[src/verilog/cpu_pkg.sv]
package cpu_pkg;

	// ******************************
	// widths
	// ******************************
	typedef logic [31:0] word_t;
	typedef logic [7:0] byte_t;
	typedef logic [15:0] pc_t;     // word address
	typedef logic [4:0] reg_idx_t;
	typedef logic [5:0] opcode_t;
	typedef logic [5:0] funct_t;

	// ******************************
	// encodings
	// ******************************
	localparam opcode_t OP_SPECIAL = 6'b000000;
	localparam opcode_t OP_ADDI    = 6'b001000;
	localparam opcode_t OP_ANDI    = 6'b001100;
	localparam opcode_t OP_ORI     = 6'b001101;
	localparam opcode_t OP_SLTI    = 6'b001010;
	localparam opcode_t OP_BEQ     = 6'b000100;
	localparam opcode_t OP_BNE     = 6'b000101;
	localparam opcode_t OP_J       = 6'b000010;
	localparam opcode_t OP_JAL     = 6'b000011;
	localparam opcode_t OP_LUI     = 6'b001111;
	localparam opcode_t OP_LW      = 6'b100011;
	localparam opcode_t OP_SW      = 6'b101011;
	localparam opcode_t OP_IN      = 6'b011010;
	localparam opcode_t OP_OUT     = 6'b011011;

	localparam funct_t FUNCT_ADD  = 6'b100000;
	localparam funct_t FUNCT_SUB  = 6'b100010;
	localparam funct_t FUNCT_AND  = 6'b100100;
	localparam funct_t FUNCT_OR   = 6'b100101;
	localparam funct_t FUNCT_NOR  = 6'b100111;
	localparam funct_t FUNCT_SLL  = 6'b000000;
	localparam funct_t FUNCT_SRL  = 6'b000010;
	localparam funct_t FUNCT_SLT  = 6'b101010;
	localparam funct_t FUNCT_JR   = 6'b001000;
	localparam funct_t FUNCT_JALR = 6'b001001;

	typedef enum logic {
		MODE_LOAD,
		MODE_EXEC
	} mode_e;

	typedef enum logic {
		ST_ISSUE,
		ST_LOAD_WAIT
	} exec_state_e;

	typedef struct packed {
		logic en;
		pc_t addr;
		word_t data;
	} imem_wr_t;

	typedef struct packed {
		logic we;
		word_t addr;   // word address, not bytes
		word_t wdata;
	} dmem_req_t;

	typedef struct packed {
		opcode_t opcode;
		funct_t funct;
		logic [4:0] shamt;
		logic [15:0] imm;
		word_t a;
		word_t b;
	} alu_op_t;

endpackage
[src/verilog/load_ctrl.sv]
`timescale 1ns/1ps

module load_ctrl (
	input logic CLK,
	input logic rst,
	input logic load_req,
	input logic run_req,
	input cpu_pkg::byte_t in_data,
	input logic in_valid,
	output logic in_ready,
	input logic core_in_ready,
	output cpu_pkg::byte_t core_in_data,
	output logic core_in_valid,
	output cpu_pkg::mode_e mode,
	output logic start,
	output cpu_pkg::imem_wr_t imem_wr
);
	import cpu_pkg::*;

	logic [1:0] byte_cnt;
	pc_t word_addr;
	logic [23:0] pack;   // bytes 0..2 of the word in progress
	logic byte_in;

	assign byte_in = mode == MODE_LOAD && in_valid;

	assign in_ready = (mode == MODE_LOAD) ? 1'b1 : core_in_ready;
	assign core_in_data = in_data;
	assign core_in_valid = mode == MODE_EXEC && in_valid;

	// fourth byte completes the word, write goes out on the same edge
	assign imem_wr.en = byte_in && byte_cnt == 2'd3 && !load_req;
	assign imem_wr.addr = word_addr;
	assign imem_wr.data = {in_data, pack};

	always_ff @(posedge CLK) begin
		if (rst) begin
			mode <= MODE_LOAD;
			start <= 1'b0;
		end else begin
			start <= 1'b0;
			if (load_req) begin
				mode <= MODE_LOAD;
			end else if (run_req) begin
				mode <= MODE_EXEC;
				start <= mode == MODE_LOAD;   // pulse on entry only
			end
		end
	end

	always_ff @(posedge CLK) begin
		if (rst) begin
			byte_cnt <= '0;
			word_addr <= '0;
		end else if (load_req) begin
			byte_cnt <= '0;
			word_addr <= '0;
		end else if (byte_in) begin
			byte_cnt <= byte_cnt + 2'd1;
			if (byte_cnt == 2'd3)
				word_addr <= word_addr + pc_t'(1);
		end
	end

	always_ff @(posedge CLK) begin
		if (byte_in)
			pack <= {in_data, pack[23:8]};   // little-endian shift in
	end

endmodule

[config.mk]
export PLATFORM = sky130hd
export DESIGN_NAME = load_ctrl
export DESIGN_NICKNAME = d
export VERILOG_FILES = /design/src/verilog/cpu_pkg.sv /design/src/verilog/load_ctrl.sv
export SDC_FILE = /design/constraint.sdc
export NUM_CORES = 1
export LEC_CHECK = 0
export BUFFER_PORTS_ARGS = -buffer_cell sky130_fd_sc_hd__buf_2
export CAP_MARGIN = 20
export CORE_MARGIN = 4
export CORE_UTILIZATION = 42
export CTS_CLUSTER_DIAMETER = 200
export DETAILED_ROUTE_END_ITERATION = 6
export GPL_TIMING_DRIVEN = 0
export HOLD_SLACK_MARGIN = 0.05
export PLACE_DENSITY = 0.76
export SLEW_MARGIN = 20
export SYNTH_ARGS = -nofsm -noshare
export SYNTH_HDL_FRONTEND = slang
export SYNTH_SLANG_ARGS = --single-unit
[constraint.sdc]
create_clock -name CLK -period 1.91 [get_ports CLK]
set_input_delay 0.382 -clock CLK [delete_from_list [all_inputs] [get_ports CLK]]
set_output_delay 0.382 -clock CLK [all_outputs]
set_load 0.02 [all_outputs]
==> run metrics <==
fin crit period=1810 ps; Final setup viols=0; Synth area leaders=edfxtp_1 41%, dfxtp_1 23%, buf_4 6.8%; largest net degree at the start of global routing=30; DR vias=1279; fin area=2370 µm²; origin of the worst setup path=mode; area occupied by multi-input gates=487 µm²; WL/cell=~13 µm; Worst Hold Launch=in_data[0]; vias per cell=roughly 4.6; crit end category=output port; 1st-iter DRT viols=40; clk_lat worst skew=290 ps; Hold Crit Depth=1; cts hold-fix bufs=0; Port Buf Inserts=74; dpl cells=between 200 and 300; clock sink count=44; unrepaired setup endpoints after global routing=no; row count=23; CP Max Fanout=15; number of global-route vias before repair=between 1000 and 1500; CTS Buffer Depth=2; Seq/Total Area, Yosys=roughly 64%; worst rel slew slack=67.7%; Endpoint, Worst Hold=pack[16]; Most used DFF post-synth=edfxtp_1; Num CTS Buffers=5; # fillers=roughly 370; Max Transition Viols Final=0; Max-Cap Viols=0; initial antenna violation count=0; area leader, netlist=edfxtp_1; post-route insts no fill=~280; RR Endpoint=word_addr[15]; Final period util=94.7%; Startpoint Class=register; HP Class=input pin to register; count leader, synth=edfxtp_1; Max Clock Freq=approximately 550 MHz; Synth Instances=142; gr usage total=between 10% and 20%; area grow syn2layout=34.6%; CTS tree=yes; most instantiated cells after synthesis=24 x edfxtp_1, 20 x dfxtp_1, 16 x buf_4; DR DRC count=0; Post-Syn Nets=158; Routability Congestion=0.741; Yosys cell types=31; Seq cells post-synth=44; leakage power=1.05 nW; antenna diode count=0; placeable core area=4030 µm²; Die Area=roughly 5300 µm²; FF-to-FF path depth=6; Util after Layout=58.9%; worst r2r src=byte_cnt[0]; Post-synth EDFFs=24; Critical Path AT=1430 ps; P per Cell Area=878 nW/µm²; Worst-path clk slew=80 ps; status=finished clean; grt ovf=0; Starting Density=43.7%; worst reg-to-reg setup slack=230 ps; critical path start-end classification=register to output port; placed cell area=2200 µm²; # H-tree levels=2; Mean Syn Cell Area=12.4 µm²; clk root buf=clkbuf_8; I/O Pins=75; asr flop ratio synth=0%; share of cells above drive strength 1=48.2%; peak supply drop=0.561 mV; die span in y=72.8 µm; FF+latch area=around 1100 µm²; setup_tns=0 ps; dpl hpwl=2.65 mm; critical path required time=1530 ps; Total Wirelength=between 3 and 4 mm; Nets=~240; Pre-Repair DR Iteration Count=4; final hold vios=0; Layout Skew=4.37 ps; first-pass GRT wire length=between 5 and 6 mm; hold_ws=290 ps; Detail Route Antenna Nets=0; Synth Warn #=0; worst-margin pin slew=around 480 ps; die width=slightly above 70 µm; Synth top area share=around two fifths; Post-Syn Area=1760 µm²
worst max path at each step:
stage | slack, ps | end | cells after the start
finish | 100 | imem_wr[48] | 5
global route | 10 | imem_wr[48] | 5
CTS | 40 | imem_wr[48] | 5
detailed placement | 80 | imem_wr[48] | 6
global placement | 80 | imem_wr[48] | 6
floorplan | 140 | imem_wr[48] | 4
report_power, final:
group | switching, mW | leakage, nW | internal [mW] | total, mW
Sequential | 0.0143 | 0.394 | 1.04 | 1.05
Combinational | 0.123 | 0.589 | 0.0829 | 0.205
Clock | 0.301 | 0.0654 | 0.523 | 0.824
Total | 0.438 | 1.05 | 1.64 | 2.08
registers in the layout, summed over array words and instances, names as in the netlist:
signal and flops:
pack 24, word_addr 16, mode 1, start 1, byte_cnt 2
cells by family (layout without fill, tap and decap cells):
group / Yosys count / count (layout) / synth area share, %
and+or+nand+nor: 51 / 51 / 17.0
muxes: 1 / 1 / 0.568
adders and majority gates: 2 / 2 / 1.42
xor gates and xnor gates: 10 / 10 / 4.97
AOI/OAI and AO/OA: 13 / 13 / 3.69
DFF: 44 / 44 / 63.6
buffers and inverters: 21 / 105 / 8.74
final cells by class:
| type | count | share of cell area [%] |
|---|---|---|
| plain buffers | 20 | 7.23 |
| clock buffers | 6 | 3.06 |
| clock inverters | 2 | 2.53 |
| inverters | 1 | 0.158 |
| multi-input cells | 77 | 20.5 |
| flip-flops and latches | 44 | 47.3 |
| well taps | 50 | 2.64 |
| repair buffers | 76 | 16.5 |
cell usage in the layout (no fill, tap or decap):
master and count:
bufinv_16 2, dfxtp_2 1, nand3_1 7, and4_1 1
buf_4 18, clkbuf_16 1, buf_6 3, mux2i_1 1
and3_1 2, nor3b_1 1, or3_1 6, or2_2 1
and4_2 1, nand4b_1 1, and2_1 1, and2b_2 1
nand4_1 3, and2_2 1, edfxtp_1 24, nand4_2 1
or2b_1 1, and4b_1 1, buf_2 73, nand4_4 1
o21ai_0 6, xnor2_1 4, dfxtp_1 19, inv_1 1
nor3_1 1, ha_1 2, clkbuf_8 5, nor2_1 15
a21oi_1 7, xor2_1 6, clkbuf_1 2, nand2_1 5
critical path, stage by stage (launching register included):
cell and delay (ps):
dfxtp_2 380, and2b_2 250, clkbuf_16 180, nand2_1 120, nor2_1 50, buf_4 150
through the flow:
step / setup WS, ps / power [mW]
after floorplan: 142 / 1.19
after global routing: 10.1 / 2.16
after detailed placement: 76.4 / 1.27
after CTS: 39.0 / 2.10
after global placement: 80.2 / 1.27
final: 101 / 2.08
per-layer routing:
metal  GRT usage (%)  part of all wire (%)  vias up  wire, µm
li1                -                     -      650         -
met1            16.5                    42      589      1460
met2            21.1                    51       35      1800
met3            2.62                   5.1        5       179
met4            7.99                   2.1        0        74
met5               0                     0        -         0
repair_timing:
item / 4_1_cts / 5_1_grt
buffers inserted: 0 / 1
hold endpoints to repair: 0 / 0
cloned: 0 / 1
gates resized for setup: 3 / 1
setup endpoints to repair: 1 / 1
Note: power is estimated with default switching activity, not from simulation.
