`config.mk`:
```
export PLATFORM = sky130hd
export DESIGN_NAME = exec_core
export DESIGN_NICKNAME = d
export VERILOG_FILES = /design/src/verilog/cpu_pkg.sv /design/src/verilog/exec_core.sv /design/src/verilog/alu.sv
export SDC_FILE = /design/constraint.sdc
export NUM_CORES = 2
export LEC_CHECK = 0
export BUFFER_PORTS_ARGS = -buffer_cell sky130_fd_sc_hd__buf_2
export CORE_ASPECT_RATIO = 0.6
export CORE_MARGIN = 2
export CORE_UTILIZATION = 30
export CTS_CLUSTER_SIZE = 20
export DETAILED_ROUTE_END_ITERATION = 8
export PLACE_DENSITY = 0.58
export SYNTH_ARGS = -nofsm -noshare
export SYNTH_HDL_FRONTEND = slang
export SYNTH_SLANG_ARGS = --single-unit
export TNS_END_PERCENT = 30
```
`constraint.sdc`:
```
create_clock -name CLK -period 9.2 [get_ports CLK]
set_input_delay 1.84 -clock CLK [delete_from_list [all_inputs] [get_ports CLK]]
set_output_delay 1.84 -clock CLK [all_outputs]
set_load 0.05 [all_outputs]
```
`src/verilog/cpu_pkg.sv`:
```
package cpu_pkg;

	// ******************************
	// widths
	// ******************************
	typedef logic [31:0] word_t;
	typedef logic [7:0] byte_t;
	typedef logic [15:0] pc_t;     // word address
	typedef logic [4:0] reg_idx_t;
	typedef logic [5:0] opcode_t;
	typedef logic [5:0] funct_t;

	// ******************************
	// encodings
	// ******************************
	localparam opcode_t OP_SPECIAL = 6'b000000;
	localparam opcode_t OP_ADDI    = 6'b001000;
	localparam opcode_t OP_ANDI    = 6'b001100;
	localparam opcode_t OP_ORI     = 6'b001101;
	localparam opcode_t OP_SLTI    = 6'b001010;
	localparam opcode_t OP_BEQ     = 6'b000100;
	localparam opcode_t OP_BNE     = 6'b000101;
	localparam opcode_t OP_J       = 6'b000010;
	localparam opcode_t OP_JAL     = 6'b000011;
	localparam opcode_t OP_LUI     = 6'b001111;
	localparam opcode_t OP_LW      = 6'b100011;
	localparam opcode_t OP_SW      = 6'b101011;
	localparam opcode_t OP_IN      = 6'b011010;
	localparam opcode_t OP_OUT     = 6'b011011;

	localparam funct_t FUNCT_ADD  = 6'b100000;
	localparam funct_t FUNCT_SUB  = 6'b100010;
	localparam funct_t FUNCT_AND  = 6'b100100;
	localparam funct_t FUNCT_OR   = 6'b100101;
	localparam funct_t FUNCT_NOR  = 6'b100111;
	localparam funct_t FUNCT_SLL  = 6'b000000;
	localparam funct_t FUNCT_SRL  = 6'b000010;
	localparam funct_t FUNCT_SLT  = 6'b101010;
	localparam funct_t FUNCT_JR   = 6'b001000;
	localparam funct_t FUNCT_JALR = 6'b001001;

	typedef enum logic {
		MODE_LOAD,
		MODE_EXEC
	} mode_e;

	typedef enum logic {
		ST_ISSUE,
		ST_LOAD_WAIT
	} exec_state_e;

	typedef struct packed {
		logic en;
		pc_t addr;
		word_t data;
	} imem_wr_t;

	typedef struct packed {
		logic we;
		word_t addr;   // word address, not bytes
		word_t wdata;
	} dmem_req_t;

	typedef struct packed {
		opcode_t opcode;
		funct_t funct;
		logic [4:0] shamt;
		logic [15:0] imm;
		word_t a;
		word_t b;
	} alu_op_t;

endpackage
```
`src/verilog/exec_core.sv`:
```
`timescale 1ns/1ps

module exec_core (
	input logic CLK,
	input logic rst,
	input cpu_pkg::mode_e mode,
	input logic start,
	output cpu_pkg::pc_t imem_addr,
	input cpu_pkg::word_t imem_data,
	output cpu_pkg::dmem_req_t dmem_req,
	input cpu_pkg::word_t dmem_rdata,
	input cpu_pkg::byte_t core_in_data,
	input logic core_in_valid,
	output logic core_in_ready,
	output cpu_pkg::byte_t core_out_data,
	output logic core_out_valid,
	input logic core_out_ready
);
	import cpu_pkg::*;

	word_t regs [32];
	pc_t pc;
	pc_t pc_next;
	exec_state_e state;

	// ******************************
	// decode
	// ******************************
	opcode_t opcode;
	funct_t funct;
	reg_idx_t rs;
	reg_idx_t rt;
	reg_idx_t rd;
	logic [15:0] imm;
	word_t rs_val;
	word_t rt_val;
	logic is_jr;
	logic is_jalr;
	logic is_j;
	logic is_jal;
	logic is_lw;
	logic is_sw;
	logic is_in;
	logic is_out;
	logic active;
	logic hold;
	logic advance;

	assign opcode = imem_data[31:26];
	assign rs = imem_data[25:21];
	assign rt = imem_data[20:16];
	assign rd = imem_data[15:11];
	assign funct = imem_data[5:0];
	assign imm = imem_data[15:0];

	assign rs_val = (rs == '0) ? '0 : regs[rs];   // r0 reads as zero
	assign rt_val = (rt == '0) ? '0 : regs[rt];

	assign is_jr = opcode == OP_SPECIAL && funct == FUNCT_JR;
	assign is_jalr = opcode == OP_SPECIAL && funct == FUNCT_JALR;
	assign is_j = opcode == OP_J;
	assign is_jal = opcode == OP_JAL;
	assign is_lw = opcode == OP_LW;
	assign is_sw = opcode == OP_SW;
	assign is_in = opcode == OP_IN;
	assign is_out = opcode == OP_OUT;

	assign active = mode == MODE_EXEC && !start;

	// ******************************
	// alu
	// ******************************
	alu_op_t alu_op;
	word_t alu_result;
	logic take_branch;

	assign alu_op.opcode = opcode;
	assign alu_op.funct = funct;
	assign alu_op.shamt = imem_data[10:6];
	assign alu_op.imm = imm;
	assign alu_op.a = (is_jal || is_jalr) ? word_t'(pc) : rs_val;
	assign alu_op.b = rt_val;

	alu u_alu (
		.op(alu_op),
		.result(alu_result),
		.take_branch(take_branch)
	);

	always_comb begin
		hold = 1'b0;
		if (is_in && !core_in_valid)
			hold = 1'b1;
		if (is_out && !core_out_ready)
			hold = 1'b1;
		if (is_lw && state == ST_ISSUE)
			hold = 1'b1;   // wait for registered read
	end

	assign advance = active && !hold;

	// ******************************
	// writeback
	// ******************************
	logic wb_en;
	reg_idx_t wb_idx;
	word_t wb_data;

	always_comb begin
		wb_en = 1'b0;
		wb_idx = rt;
		wb_data = alu_result;
		case (opcode)
			OP_SPECIAL: begin
				case (funct)
					FUNCT_ADD, FUNCT_SUB, FUNCT_AND, FUNCT_OR, FUNCT_NOR,
					FUNCT_SLL, FUNCT_SRL, FUNCT_SLT: begin
						wb_en = 1'b1;
						wb_idx = rd;
					end
					FUNCT_JALR: begin
						wb_en = 1'b1;
						wb_idx = 5'd31;
					end
					default: wb_en = 1'b0;
				endcase
			end
			OP_ADDI, OP_ANDI, OP_ORI, OP_SLTI, OP_LUI: wb_en = 1'b1;
			OP_JAL: begin
				wb_en = 1'b1;
				wb_idx = 5'd31;
			end
			OP_LW: begin
				wb_en = 1'b1;
				wb_data = dmem_rdata;
			end
			OP_IN: begin
				wb_en = 1'b1;
				wb_data = {rt_val[31:8], core_in_data};   // upper bits kept
			end
			default: wb_en = 1'b0;
		endcase
	end

	always_ff @(posedge CLK) begin
		if (advance && wb_en)
			regs[wb_idx] <= wb_data;
	end

	always_comb begin
		pc_next = pc + pc_t'(1);
		if (is_j || is_jal)
			pc_next = imm;
		else if (is_jr || is_jalr)
			pc_next = rs_val[15:0];
		else if (take_branch)
			pc_next = pc + imm;   // offset from the branch itself
	end

	always_ff @(posedge CLK) begin
		if (rst) begin
			pc <= '0;
			state <= ST_ISSUE;
		end else if (start) begin
			pc <= '0;
			state <= ST_ISSUE;
		end else if (active) begin
			if (advance)
				pc <= pc_next;
			case (state)
				ST_ISSUE    : state <= is_lw ? ST_LOAD_WAIT : ST_ISSUE;
				ST_LOAD_WAIT: state <= ST_ISSUE;
				default     : state <= ST_ISSUE;
			endcase
		end
	end

	assign imem_addr = pc;

	assign dmem_req.we = active && is_sw;
	assign dmem_req.addr = rs_val + {{16{imm[15]}}, imm};
	assign dmem_req.wdata = rt_val;

	assign core_in_ready = active && is_in;
	assign core_out_valid = active && is_out;
	assign core_out_data = rt_val[7:0];

endmodule

```
`src/verilog/alu.sv`:
```
`timescale 1ns/1ps

module alu (
	input cpu_pkg::alu_op_t op,
	output cpu_pkg::word_t result,
	output logic take_branch
);
	import cpu_pkg::*;

	word_t imm_sext;
	word_t imm_zext;
	logic lt_reg;
	logic lt_imm;

	assign imm_sext = {{16{op.imm[15]}}, op.imm};
	assign imm_zext = {16'b0, op.imm};
	assign lt_reg = $signed(op.a) < $signed(op.b);
	assign lt_imm = $signed(op.a) < $signed(imm_sext);

	always_comb begin
		result = '0;
		take_branch = 1'b0;
		case (op.opcode)
			OP_SPECIAL: begin
				case (op.funct)
					FUNCT_ADD : result = op.a + op.b;
					FUNCT_SUB : result = op.a - op.b;
					FUNCT_AND : result = op.a & op.b;
					FUNCT_OR  : result = op.a | op.b;
					FUNCT_NOR : result = ~(op.a | op.b);
					FUNCT_SLL : result = op.b << op.shamt;
					FUNCT_SRL : result = op.b >> op.shamt;
					FUNCT_SLT : result = {31'b0, lt_reg};
					FUNCT_JALR: result = op.a + 32'd1;   // a carries pc here
					default   : result = '0;
				endcase
			end
			OP_ADDI: result = op.a + imm_sext;
			OP_ANDI: result = op.a & imm_zext;
			OP_ORI : result = op.a | imm_zext;
			OP_SLTI: result = {31'b0, lt_imm};
			OP_LUI : result = {op.imm, 16'b0};
			OP_JAL : result = op.a + 32'd1;   // link
			OP_BEQ : take_branch = op.a == op.b;
			OP_BNE : take_branch = op.a != op.b;
			default: result = '0;
		endcase
	end

endmodule

```
==> results.cfg <==
[run_status]
run_status = finished, final reports clean

[yosys]
syn_inst = 4944
synthFlopType = edfxtp_1
synth_commonest_cells = edfxtp_1, mux4_2, nor2_1
yosysUniqueCellTypes = 108
synth-simple-area-share_pct = 7.88
synth.net_count = 5256
synth_fa_ha_area_share_pct = 4.61
synth-warning-count = 0
ys_seq_area_share_pct = 48.4
synth_seq_cells = 1041
synth.avg_cell_area_um2 = 13.0
synth-xor-area-share_pct = 1.43
synth_compound_area_share_pct = 13.9
synth_top_cell_by_area = edfxtp_1
syn_area_um2 = 64300
synth_top_family_by_area = multiplexers
synth_top_area_share_pct = 47.9
synth_area_leaders = edfxtp_1, mux4_2, mux2i_1, ha_1, nor2_1
synth-edff-count = 1024
synth_mux_area_share_pct = 19.5
synthArstFlopShare_pct = 0
yosysMostFrequentCell = edfxtp_1

[floorplan]
die_h_um = 362
die_area_um2 = 218000
num_io_pins = 169
rows = 131
die_x_um = 601
start_util_pct = 30.2
core_um2 = 213000

[sta]
fin_crit_sh_pct = 97.3
maxSlewViolCount = 0
layout_setup_ws_ns = 0.251
worst_hold_slack_ns = 0.581
relSlewSlack_pct = 4.20
min_period_ns = 8.95
rsz0062_at_grt = false
hold_violations = 0
setup_viol = 0
timing.fmax_ghz = 0.112
tightest_slew_ns = 1.42
skew_ns = 0.0765

[worst_setup_path]
startpoint = imem_data[24]
criticalPathCategory = input pin to output pin
required_ns = 7.36
end_kind = output pin
worst-endpoint-arrival_ns = 7.11
worstReg2RegStart = regs[4][11]
critical_path.startpoint_type = input pin
crit_fanout = 27

[clock_tree]
cts_buffer_depth = 3
cts-resized-gates = 0
htree_levels = 3
postCtsSetupBuffers = 0
cts_buffers = 92
cts-root-buf = clkbuf_16
path_clk_slew_ns = 0.07
cts_tree = built
clk_latency_ns = 0.74
cts_sinks = 1041
hold_buffers = 0

[run]
drv_cap = 0

[pwr]
p_per_area_nw_per_um2 = 170
p_leak_nw = 26.8
peakVddDrop_mv = 0.147

[place]
dp_hpwl_um = 216000
routabilityCongestion = 1.05
dp.cells = 8201
portBuffers = 168
pre_cts_ws_ns = -0.197

[drt]
drc = 0
antenna_left = 0
wl_per_cell_um = 35.4
vias = 53100
routed_via_density = 6.34
routed_wl_um = 297000
drt-pass1-iter-count = 9
drtIter0Drc = 9743

[global_routing]
grt_pass1_vias = 48800
overflow = 0
grt_use_total_pct = 26.2
antenna_found_initial = 15
grt_pass1_wl_um = 403000
grt_max_degree = 101

[hold_path]
min_from = state
holdCritPathClass = register to register

[cells_and_area]
drive_gt1_share_pct = 26.9
nets = 5748
synthToLayoutAreaGrowth_pct = 17.3
final_cells = 8380
final_util_pct = 35.4
metal layers:
layer / up-vias / track usage [%] / wire, µm
met3: 449 / 12.0 / 51800
met5: - / 0 / 41
met4: 6 / 5.60 / 7350
met2: 4425 / 32.9 / 109000
li1: 20900 / - / -
met1: 27300 / 40.0 / 128000
where the power goes:
group / total, mW / switching [mW] / internal, mW
registers: 5.18 / 0.00274 / 5.18
logic: 3.43 / 2.28 / 1.15
clock network: 4.18 / 1.89 / 2.29
layout by cell type (no fill, tap or decap), types with 67 or more instances in the layout:
master / instances
mux4_2: 379
nor3_1: 85
nand2_1: 263
xnor2_1: 80
buf_2: 159
o22ai_1: 115
a21oi_1: 230
nor2_1: 285
inv_1: 152
buf_4: 530
nand3_1: 80
clkbuf_16: 92
o21ai_0: 143
a22oi_1: 125
edfxtp_1: 1024
ha_1: 229
mux2i_1: 287
a211oi_1: 67
stage by stage:
| step | instance area [µm²] | total power, mW | TNS, ns |
|---|---|---|---|
| after floorplan | 64300 | 7.21 | 0 |
| after global placement | 72100 | 8.55 | -2.49 |
| after detailed placement | 72100 | 8.55 | -0.214 |
| after CTS | 75200 | 12.7 | 0 |
| after global routing | 75300 | 13.1 | 0 |
| final | 75300 | 12.8 | 0 |
logic make-up (layout without fill, tap and decap cells):
kind of cell | count (synthesis) | count (layout)
AOI/OAI and AO/OA | 1254 | 1254
xor gates and xnor gates | 105 | 105
adders and majority gates | 234 | 234
buffers and inverters | 514 | 1082
DFF | 1041 | 1041
muxes | 742 | 742
other | 0 | 9
and+or+nand+nor | 1054 | 1054
worst max-delay path, cell delays in order:
cell	delay (ns)
clkbuf_4	0.28
buf_12	0.26
and2b_2	0.37
buf_4	0.24
a22oi_1	0.21
and3_1	0.71
buf_4	0.24
ha_1	0.30
o21a_1	0.14
o21ai_0	0.14
nand2b_1	0.08
buf_4	0.19
a21oi_1	0.35
o31a_1	0.28
o21ai_0	0.17
buf_4	0.17
nor3_1	0.18
o221ai_1	0.18
o41ai_1	0.33
xnor2_1	0.16
clkbuf_4	0.25
cell type report:
cell class,count,area [µm²]
inverter,159,597
tap,2859,3580
sequential,1041,31100
clock buffer,115,2390
multi-input combinational,3389,30900
fill,20700,137000
timing repair buffer,753,5990
antenna,9,22.5
clock inverter,55,779
sequential cells by signal, summed over array words and instances (netlist names):
| register | count |
|---|---|
| imem_addr | 16 |
| state | 1 |
| regs | 1024 |
worst paths after layout:
kind                                       to  slack, ns  cells after the start
worst min-delay path                    state       0.58                      3
worst max register to register  imem_addr[14]       1.71                     31
worst min register to register          state       0.58                      3
worst max-delay path             dmem_req[61]       0.25                     21
Note: power is estimated with default switching activity, not from simulation.
