--- src/verilog/cpu_pkg.sv ---
package cpu_pkg;

	// ******************************
	// widths
	// ******************************
	typedef logic [31:0] word_t;
	typedef logic [7:0] byte_t;
	typedef logic [15:0] pc_t;     // word address
	typedef logic [4:0] reg_idx_t;
	typedef logic [5:0] opcode_t;
	typedef logic [5:0] funct_t;

	// ******************************
	// encodings
	// ******************************
	localparam opcode_t OP_SPECIAL = 6'b000000;
	localparam opcode_t OP_ADDI    = 6'b001000;
	localparam opcode_t OP_ANDI    = 6'b001100;
	localparam opcode_t OP_ORI     = 6'b001101;
	localparam opcode_t OP_SLTI    = 6'b001010;
	localparam opcode_t OP_BEQ     = 6'b000100;
	localparam opcode_t OP_BNE     = 6'b000101;
	localparam opcode_t OP_J       = 6'b000010;
	localparam opcode_t OP_JAL     = 6'b000011;
	localparam opcode_t OP_LUI     = 6'b001111;
	localparam opcode_t OP_LW      = 6'b100011;
	localparam opcode_t OP_SW      = 6'b101011;
	localparam opcode_t OP_IN      = 6'b011010;
	localparam opcode_t OP_OUT     = 6'b011011;

	localparam funct_t FUNCT_ADD  = 6'b100000;
	localparam funct_t FUNCT_SUB  = 6'b100010;
	localparam funct_t FUNCT_AND  = 6'b100100;
	localparam funct_t FUNCT_OR   = 6'b100101;
	localparam funct_t FUNCT_NOR  = 6'b100111;
	localparam funct_t FUNCT_SLL  = 6'b000000;
	localparam funct_t FUNCT_SRL  = 6'b000010;
	localparam funct_t FUNCT_SLT  = 6'b101010;
	localparam funct_t FUNCT_JR   = 6'b001000;
	localparam funct_t FUNCT_JALR = 6'b001001;

	typedef enum logic {
		MODE_LOAD,
		MODE_EXEC
	} mode_e;

	typedef enum logic {
		ST_ISSUE,
		ST_LOAD_WAIT
	} exec_state_e;

	typedef struct packed {
		logic en;
		pc_t addr;
		word_t data;
	} imem_wr_t;

	typedef struct packed {
		logic we;
		word_t addr;   // word address, not bytes
		word_t wdata;
	} dmem_req_t;

	typedef struct packed {
		opcode_t opcode;
		funct_t funct;
		logic [4:0] shamt;
		logic [15:0] imm;
		word_t a;
		word_t b;
	} alu_op_t;

endpackage
--- src/verilog/byte_out.sv ---
`timescale 1ns/1ps

module byte_out (
	input logic CLK,
	input logic rst,
	input cpu_pkg::byte_t core_out_data,
	input logic core_out_valid,
	output logic core_out_ready,
	output cpu_pkg::byte_t out_data,
	output logic out_valid,
	input logic out_ready
);
	import cpu_pkg::*;

	byte_t data_q;
	logic full;
	logic accept;

	// free, or draining this cycle
	assign core_out_ready = !full || out_ready;
	assign accept = core_out_valid && core_out_ready;

	always_ff @(posedge CLK) begin
		if (rst)
			full <= 1'b0;
		else if (accept)
			full <= 1'b1;
		else if (out_ready)
			full <= 1'b0;
	end

	always_ff @(posedge CLK) begin
		if (accept)
			data_q <= core_out_data;
	end

	assign out_valid = full;
	assign out_data = data_q;

endmodule

--- config.mk ---
export PLATFORM = sky130hd
export DESIGN_NAME = byte_out
export DESIGN_NICKNAME = d
export VERILOG_FILES = /design/src/verilog/cpu_pkg.sv /design/src/verilog/byte_out.sv
export SDC_FILE = /design/constraint.sdc
export NUM_CORES = 1
export LEC_CHECK = 0
export ABC_CLOCK_PERIOD_IN_PS = 1100
export BUFFER_PORTS_ARGS = -buffer_cell sky130_fd_sc_hd__buf_2
export CAP_MARGIN = 20
export CORE_AREA = 5 5 42 44
export DETAILED_ROUTE_END_ITERATION = 8
export DIE_AREA = 0 0 47 49
export PLACE_DENSITY_LB_ADDON = 0.25
export RECOVER_POWER = 100
export SYNTH_ARGS = -nofsm -noshare
export SYNTH_HDL_FRONTEND = slang
export SYNTH_SLANG_ARGS = --single-unit
--- constraint.sdc ---
create_clock -name CLK -period 1.1 [get_ports CLK]
set_input_delay 0.165 -clock CLK [delete_from_list [all_inputs] [get_ports CLK]]
set_output_delay 0.165 -clock CLK [all_outputs]
set_load 0.005 [all_outputs]
==> results of run 1 <==
## worst paths after layout
| kind | to | slack [ns] | cells after the start | startpoint |
|---|---|---|---|---|
| max | out_data[0]$_DFFE_PP_ | 0.14 | 2 | out_valid$_SDFFE_PP0P_ |
| min | out_valid$_SDFFE_PP0P_ | 0.07 | 2 | rst |
| max reg2reg | out_data[0]$_DFFE_PP_ | 0.14 | 2 | out_valid$_SDFFE_PP0P_ |
| min reg2reg | out_valid$_SDFFE_PP0P_ | 0.49 | 2 | out_valid$_SDFFE_PP0P_ |
## metrics by stage
stage / utilization (%) / hold WS, ns
detailed placement: 30.0 / 0.335
global route: 31.1 / 0.0581
CTS: 31.9 / 0.0583
finish: 31.1 / 0.0689
floorplan: - / 0.227
global placement: 30.0 / 0.325
## cells by family after synthesis
family	count (synthesis)
compound gates	1
buf+inv	1
flops	9
simple gates	2
## placed cells by master (no fill, tap or decap), drive strengths merged
| master | instances |
|---|---|
| clkbuf | 8 |
| dfxtp | 1 |
| a21oi | 1 |
| buf | 17 |
| nand2b | 1 |
| and2 | 1 |
| inv | 1 |
| edfxtp | 8 |
## layout make-up
class | instances | share of cell area [%]
Multi-Input combinational cell | 3 | 5.75
Inverter | 1 | 0.862
Sequential cell | 9 | 59.8
Timing Repair Buffer | 21 | 23.0
Clock buffer | 4 | 6.03
Tap cell | 16 | 4.60
## where the power goes
part | switching [mW] | internal [mW]
registers | 0.00499 | 0.396
clock network | 0.102 | 0.139
logic | 0.0247 | 0.0292
## registers in the layout (all words and copies together), names as in the netlist
signal     cells
out_valid      1
out_data       8
## layer usage
metal	up-vias	track usage, %	wire length [µm]
met5	-	0	0
met3	0	3.32	86
met4	0	4.15	0
li1	97	-	-
met2	15	9.28	290
met1	88	5.23	222
## worst reg2reg max path, delay by kind of cell (launching register included)
| family | cells | cell delay [ns] |
|---|---|---|
| simple gates | 2 | 0.35 |
| flops | 1 | 0.32 |
==> results.txt, run 1 <==
Yosys top cell area share = 81.4%
Largest family of logic cells by synthesized area = simple AND/OR/NAND/NOR gates
Via count = 200
Final Instance Area = 435 µm²
Post-route setup TNS = 0 ns
Overflow after GRT = 0
Register Area = 260 µm²
Layout cells sized above 1 = 60.5%
HP Class = primary input to register
Tot Pwr = 0.696 mW
Fin crit share = 87.4%
# diodes = 0
Vias per Instance = 3.70
WP data required = 1.05 ns
Final Hold Vio Count = 0
First-pass GRT wire length = 917 µm
DRT Pass-1 Iters = 2
CTS Sinks = 9
Syn nets = 25
Leak = 0.185 nW
Seq/Total Area, Yosys = 88.1%
Syn. warnings = 0
Mapped cell area = 295 µm²
Pwr dens = 1600 nW/µm²
Primary FF master, synth = edfxtp_1
CTS Buffer Depth = 2
Compound-Gate Fraction of Synth Area = 2.97%
Area grow syn2layout = 47.5%
Post-Synth Adder-Cell Area = 0%
Die Ht = 49 µm
Post-synthesis mux area share = 0%
RSZ-0062 raised after global routing = false
Max Clock Skew = 0.000724 ns
Final setup viols = 0
Resize count post-CTS = 0
Clock tree root driver cell = clkbuf_4
Count leader, synth = edfxtp_1
I/O pin count = 22
Top cells by area, synth = edfxtp_1 (81%), dfxtp_1 (6.8%), nand2b_4 (4.7%), a21oi_2 (3.0%), and2_4 (3.0%)
Die Area = 2300 µm²
Port Buffers = 21
Clock transition at path regs = 0.06 ns
Gr usage total = 5.84%
Post-synth EDFFs = 8
Worst setup SP type = register
Remaining antenna violation count = 0
Number of synthesized register bits = 9
Post-CTS setup buffer count = 0
Worst setup margin = 0.138 ns
WP buf/inv = 0
Area of the multi-input gates = 25.0 µm²
Crit-path max FO = 8
Cells after Synth = 13
Setup Slack @ Placement = 0.193 ns
Largest net degree at the start of global routing = 9
WL/cell = 11.1 µm
Area after DPL = 420 µm²
Delay-heaviest family, CP = simple AND/OR/NAND/NOR gates
Hold Buf Count CTS = 0
Post-route non-filler standard cell count = 54
Max Transition Viols Final = 0
CP peak stage delay = 0.32 ns
Nets@finish = 51
Clk_lat worst skew = 0.25 ns
Crit Path Category = register to register
Initial antenna violation count = 0
DRC = 0
Vias in the first global route = 253
Worst path cell trace = nand2b_2 -> and2_2
Ys async rst share = 0%
Num rows = 14
CP max stage cell = dfxtp_1
Mapped Avg Cell Area = 22.7 µm²
Final wirelength = 599 µm
Minimum clock period = 0.962 ns
CTS tree = done
Fmax = 1040 MHz
CP endpoint kind = register
CTS Buf Count = 3
Status = finished, final reports clean
Maximum vdd drop = 555 µV
Worst slew pin tran = 0.186 ns
Slew headroom = 87.6%
Most area-hungry cell type in the Yosys netlist = edfxtp_1
Max-cap violation count = 0
Post-Synth Simple-Gate Area = 7.63%
Iteration-0 DRC Markers = 2
Core ar. = 1400 µm²
Starting Density = 21.1%
XOR/XNOR share of the synthesized area = 0%
H-tree levels = 1
# fillers = 166
Inst Count DP = 50
Synth unique cells = 6
Arr. time, crit path = 0.91 ns
Placer Congestion = 0.641
Die W = 47 µm
(Power assumes the default switching activity.)
==> run 2: changes to the inputs <==
Settings changed: PLACE_DENSITY from default to 0.53, PLACE_DENSITY_LB_ADDON 0.25 to default.
==> run 2 against run 1 <==
Compared with the run above:
- clock skew up 0.0037 ns
- fmax fell by 0.85%
- critical endpoint unchanged
- non-clock buffer count is the same
- first-iteration DRC count down 100%
- die area unchanged
- register-to-register slack hardly changed
- total power rose by 0.31%
- via count decreased by 5.5%
- critical path depth is the same
- sequential power hardly changed
- sequential cell count did not move
- largest cell class unchanged
- wire length down 6.3%
==> results.txt, run 2 (same netlist as run 1, synthesis figures left out) <==
Post-route non-filler standard cell count = 54 (unchanged)
Die Ht = 49 µm (unchanged)
Status = finished, final reports clean
Final wirelength = 561 µm (-6.3%)
Nets@finish = 51 (unchanged)
Max-cap violation count = 0 (unchanged)
WL/cell = 10.4 µm (-6.3%)
Max Transition Viols Final = 0 (unchanged)
Fin crit share = 88.2% (+0.75 points)
Overflow after GRT = 0 (unchanged)
DRC = 0 (unchanged)
Fmax = 1030 MHz (-0.85%)
First-pass GRT wire length = 821 µm (-10%)
Num rows = 14 (unchanged)
Maximum vdd drop = 399 µV (-28%)
Commonest non-fill, non-tap cell in the layout = buf_2
Pwr dens = 1600 nW/µm² (about the same)
Slew headroom = 87.6% (about the same)
CP endpoint kind = register
Largest net degree at the start of global routing = 9 (unchanged)
Via count = 189 (-5.5%)
Remaining antenna violation count = 0 (unchanged)
Crit Path Category = register to register
HP Class = primary input to register
Post-CTS setup buffer count = 0 (unchanged)
Max Clock Skew = 0.00447 ns (+0.00374 ns)
Clock transition at path regs = 0.05 ns (about the same)
Crit-path max FO = 8 (unchanged)
Worst slew pin tran = 0.186 ns (+0.000161 ns)
Port Buffers = 21 (unchanged)
H-tree levels = 1 (unchanged)
CTS tree = done
# diodes = 0 (unchanged)
Starting Density = 21.1% (unchanged)
Clock tree root driver cell = clkbuf_4
Worst setup SP type = register
Placer Congestion = 0.544 (-15%)
Clk_lat worst skew = 0.25 ns (about the same)
Die W = 47 µm (unchanged)
Gr usage total = 5.70% (-0.13 points)
Die Area = 2300 µm² (unchanged)
CTS Sinks = 9 (unchanged)
Area grow syn2layout = 47.9%
DRT Pass-1 Iters = 1 (-1)
Final setup viols = 0 (unchanged)
Max reg flops = 8 (unchanged)
WP data required = 1.05 ns (about the same)
Resize count post-CTS = 0 (unchanged)
Arr. time, crit path = 0.92 ns (about the same)
Vias in the first global route = 203 (-20%)
Inst Count DP = 50 (unchanged)
Leak = 0.188 nW (+1.9%)
Tot Pwr = 0.698 mW (+0.31%)
Commonest non-fill, non-tap cells in the layout = buf_2 (18), edfxtp_1 (8), clkbuf_1 (4), clkbuf_4 (3)
Iteration-0 DRC Markers = 0 (-2)
Layout cells sized above 1 = 63.2% (+2.6 points)
Hold Buf Count CTS = 0 (unchanged)
Final Hold Vio Count = 0 (unchanged)
RSZ-0062 raised after global routing = false
Initial antenna violation count = 0 (unchanged)
CTS Buffer Depth = 2 (unchanged)
Minimum clock period = 0.970 ns (+0.00820 ns)
Post-route setup TNS = 0 ns (unchanged)
I/O pin count = 22 (unchanged)
Hold slack = 0.0694 ns (+0.000517 ns)
Core ar. = 1400 µm² (unchanged)
Vias per Instance = 3.50 (-5.5%)
CTS Buf Count = 3 (unchanged)
[run 2: final timing paths]
kind / startpoint / slack, ns / to / cells after the start
max: out_valid$_SDFFE_PP0P_ / 0.13 / out_data[0]$_DFFE_PP_ / 2
min: rst / 0.07 / out_valid$_SDFFE_PP0P_ / 2
max reg2reg: out_valid$_SDFFE_PP0P_ / 0.13 / out_data[0]$_DFFE_PP_ / 2
min reg2reg: out_valid$_SDFFE_PP0P_ / 0.50 / out_valid$_SDFFE_PP0P_ / 2
[run 2: final cells by class]
class | instances | area (µm²)
Clock buffer | 4 | 26.3
Fill cell | 157 | 965
Inverter | 1 | 3.75
Multi-Input combinational cell | 3 | 25.0
Sequential cell | 9 | 260
Tap cell | 16 | 20.0
Timing Repair Buffer | 21 | 101
[run 2: power by group]
group	switching [mW]	leakage (nW)	total [mW]	internal, mW
logic	0.0247	0.0873	0.0545	0.0298
clock network	0.103	0.0150	0.242	0.139
registers	0.00542	0.0858	0.401	0.396
[run 2: metrics by stage]
step           area [µm²]  setup WS (ns)  utilization (%)
2_1_floorplan         295          0.209                -
3_3_place_gp          420          0.216             30.0
3_5_place_dp          420          0.199             30.0
4_1_cts               447         0.0938             31.9
5_1_grt               437         0.0773             31.2
6_report              437          0.130             31.2
[run 2: worst max-delay path: stages (launching register included)]
cell	delay, ns
dfxtp_1	0.32
nand2b_2	0.09
and2_2	0.26
[run 2: metal layers]
layer	track usage, %	up-vias	share of wire [%]
met1	6.39	78	38
met4	6.91	0	0
met5	0	-	0
met2	6.33	15	44
li1	-	96	-
met3	3.32	0	17
==> run 3: changes to the inputs <==
Settings changed: ABC_AREA from default to 1.
==> run 3 against run 2 <==
Compared with the run above:
- clock power decreased by 2%
- wire length decreased by 5.3%
- count of clock-buffer cells in the layout unchanged
- setup slack got worse by 0.078 ns
- fmax down 7.5%
- total power is essentially flat
- die area stayed put
- register-to-register slack barely moved
- largest cell class unchanged
- first-iteration DRC count rose by 2
==> results.txt, run 3 <==
Starting Density = 20.5% (-0.54 points)
Area grow syn2layout = 55.7%
Gr usage total = 4.98% (-0.72 points)
Final setup viols = 0 (unchanged)
Mapped Avg Cell Area = 20.6 µm² (-9.5%)
CTS tree = done
Max-cap violation count = 0 (unchanged)
Fin util = 32.0% (+0.80 points)
Die Ht = 49 µm (unchanged)
Nets@finish = 52 (+2.0%)
Reg2Reg Setup Slack = 0.12 ns (about the same)
Syn. warnings = 0 (unchanged)
Count leader, synth = edfxtp_1
Hold Path Origin = rst
Max Clock Skew = 0.00704 ns (+0.00258 ns)
Status = finished, final reports clean
Crit Path Category = register to output port
Clk_lat worst skew = 0.25 ns (about the same)
Arr. time, crit path = 0.88 ns (-0.04 ns)
Clock tree root driver cell = clkbuf_4
Largest net degree at the start of global routing = 9 (unchanged)
Iteration-0 DRC Markers = 2 (+2)
Hold slack = 0.0625 ns (-0.00698 ns)
Post-route non-filler standard cell count = 55 (+1.9%)
Synth unique cells = 7 (+1)
Mapped cell area = 288 µm² (-2.5%)
R2R Path End = out_data[4]$_DFFE_PP_
Die W = 47 µm (unchanged)
CP endpoint kind = output port
Remaining antenna violation count = 0 (unchanged)
Fin crit share = 95.3% (+7.1 points)
HP Class = primary input to register
Layout cells sized above 1 = 66.7% (+3.5 points)
Num rows = 14 (unchanged)
Clock transition at path regs = 0.06 ns (about the same)
Worst setup SP type = register
CTS Sinks = 9 (unchanged)
Slew headroom = 81.5% (-6.1 points)
Post-CTS setup buffer count = 0 (unchanged)
Initial antenna violation count = 0 (unchanged)
Core ar. = 1400 µm² (unchanged)
H-tree levels = 1 (unchanged)
Final wirelength = 531 µm (-5.3%)
CTS Buf Count = 3 (unchanged)
WP data required = 0.94 ns (-0.11 ns)
Yosys top cell area share = 83.5% (+2.1 points)
Max Transition Viols Final = 0 (unchanged)
Worst slew pin tran = 0.277 ns (+0.0910 ns)
Tot Pwr = 0.698 mW (about the same)
RSZ-0062 raised after global routing = false
Syn nets = 26 (+4.0%)
Fmax = 954 MHz (-7.5%)
Pwr dens = 1560 nW/µm² (-2.5%)
# diodes = 0 (unchanged)
Top cells by area, synth = edfxtp_1 (83%), dfxtp_1 (7.0%), a21oi_2 (3.0%), nand2_2 (2.2%), a21oi_1 (1.7%)
Placer Congestion = 0.563 (+3.5%)
Overflow after GRT = 0 (unchanged)
First-pass GRT wire length = 779 µm (-5.1%)
R2R depth = 1 (-1)
Vias per Instance = 3.75 (+7.0%)
Maximum vdd drop = 636 µV (+59%)
HPWL after DPL = 453 µm
Primary FF master, synth = edfxtp_1
Vias in the first global route = 205 (+0.99%)
Hold Crit Depth = 2 (unchanged)
CTS Buffer Depth = 2 (unchanged)
Commonest non-fill, non-tap cells in the layout = buf_2 (19), edfxtp_1 (8), clkbuf_4 (3), clkbuf_1 (3)
Port Buffers = 21 (unchanged)
Inst Count DP = 51 (+2.0%)
Leak = 0.194 nW (+3.0%)
Crit-path max FO = 3 (-5)
Ys async rst share = 0% (unchanged)
Max reg flops = 8 (unchanged)
Worst flop-to-flop path startpoint = out_valid$_SDFFE_PP0P_
Number of synthesized register bits = 9 (unchanged)
Post-synth EDFFs = 8 (unchanged)
Post-route setup TNS = 0 ns (unchanged)
Minimum clock period = 1.05 ns (+0.0783 ns)
Seq/Total Area, Yosys = 90.4% (+2.3 points)
Commonest non-fill, non-tap cell in the layout = buf_2
Most area-hungry cell type in the Yosys netlist = edfxtp_1
DRT Pass-1 Iters = 2 (+1)
DRC = 0 (unchanged)
I/O pin count = 22 (unchanged)
Final Hold Vio Count = 0 (unchanged)
WL/cell = 9.65 µm (-7.1%)
Hold path endpoint = out_valid$_SDFFE_PP0P_
Die Area = 2300 µm² (unchanged)
Via count = 206 (+9.0%)
Cells after Synth = 14 (+1)
## run 3: cell types whose count changed in the layout (fill, tap and decap cells not counted)
cell      delta
a21oi_4      +1
nand2b_2     -1
and2_2       -1
clkbuf_1     -1
nand2_2      +1
buf_2        +1
inv_2        +1
## run 3: where the power goes
group	leakage (nW)	switching [mW]	internal, mW	total [mW]
combinational	0.0930	0.0283	0.0307	0.0590
clock	0.0150	0.0981	0.139	0.237
sequential	0.0858	0.00672	0.396	0.402
total	0.194	0.133	0.565	0.698
## run 3: what timing repair did
action | in CTS | in global routing
setup endpoints to repair | 0 | 8
resized for setup | 0 | 1
hold buffers | 0 | 0
## run 3: cell type report
type                            count  area (µm²)
Clock buffer                        4        26.3
Fill cell                         149         953
Inverter                            2        7.51
Multi-Input combinational cell      3        31.3
Sequential cell                     9         260
Tap cell                           16        20.0
Timing Repair Buffer               21         103
## run 3: how the worst max path moves through the flow
stage	startpoint	end	slack, ns
after floorplan	out_valid$_SDFFE_PP0P_	out_data[0]$_DFFE_PP_	0.12
after global placement	out_valid$_SDFFE_PP0P_	out_data[0]$_DFFE_PP_	0.05
after detailed placement	out_valid$_SDFFE_PP0P_	out_data[1]$_DFFE_PP_	0.03
after CTS	out_valid$_SDFFE_PP0P_	out_data[6]$_DFFE_PP_	0.02
after global routing	out_valid$_SDFFE_PP0P_	core_out_ready	0.008
final	out_valid$_SDFFE_PP0P_	core_out_ready	0.05
## run 3: cells by family (layout without fill, tap and decap cells)
logic type / after synthesis / after routing / synth area share [%]
compound gates: 2 / 2 / 4.78
simple gates: 1 / 1 / 2.18
buf+inv: 2 / 27 / 2.61
flops: 9 / 9 / 90.4
## run 3: critical path, cell delays in order, from the launching register on
cell and delay, ns:
dfxtp_1 0.42, nand2_2 0.09, buf_2 0.13
## run 3: metrics by stage
| stage | worst slack, ns | instance area [µm²] |
|---|---|---|
| final | 0.0519 | 448 |
| after detailed placement | 0.0304 | 417 |
| after CTS | 0.0174 | 443 |
| after floorplan | 0.115 | 292 |
| after global placement | 0.0473 | 417 |
| after global routing | 0.00799 | 448 |
## run 3: metal layers
| layer | global-route usage (%) | vias to the layer above | wire [µm] |
|---|---|---|---|
| met1 | 4.77 | 93 | 208 |
| li1 | - | 100 | - |
| met4 | 4.15 | 0 | 0 |
| met5 | 0 | - | 0 |
| met2 | 6.56 | 13 | 238 |
| met3 | 4.06 | 0 | 83 |
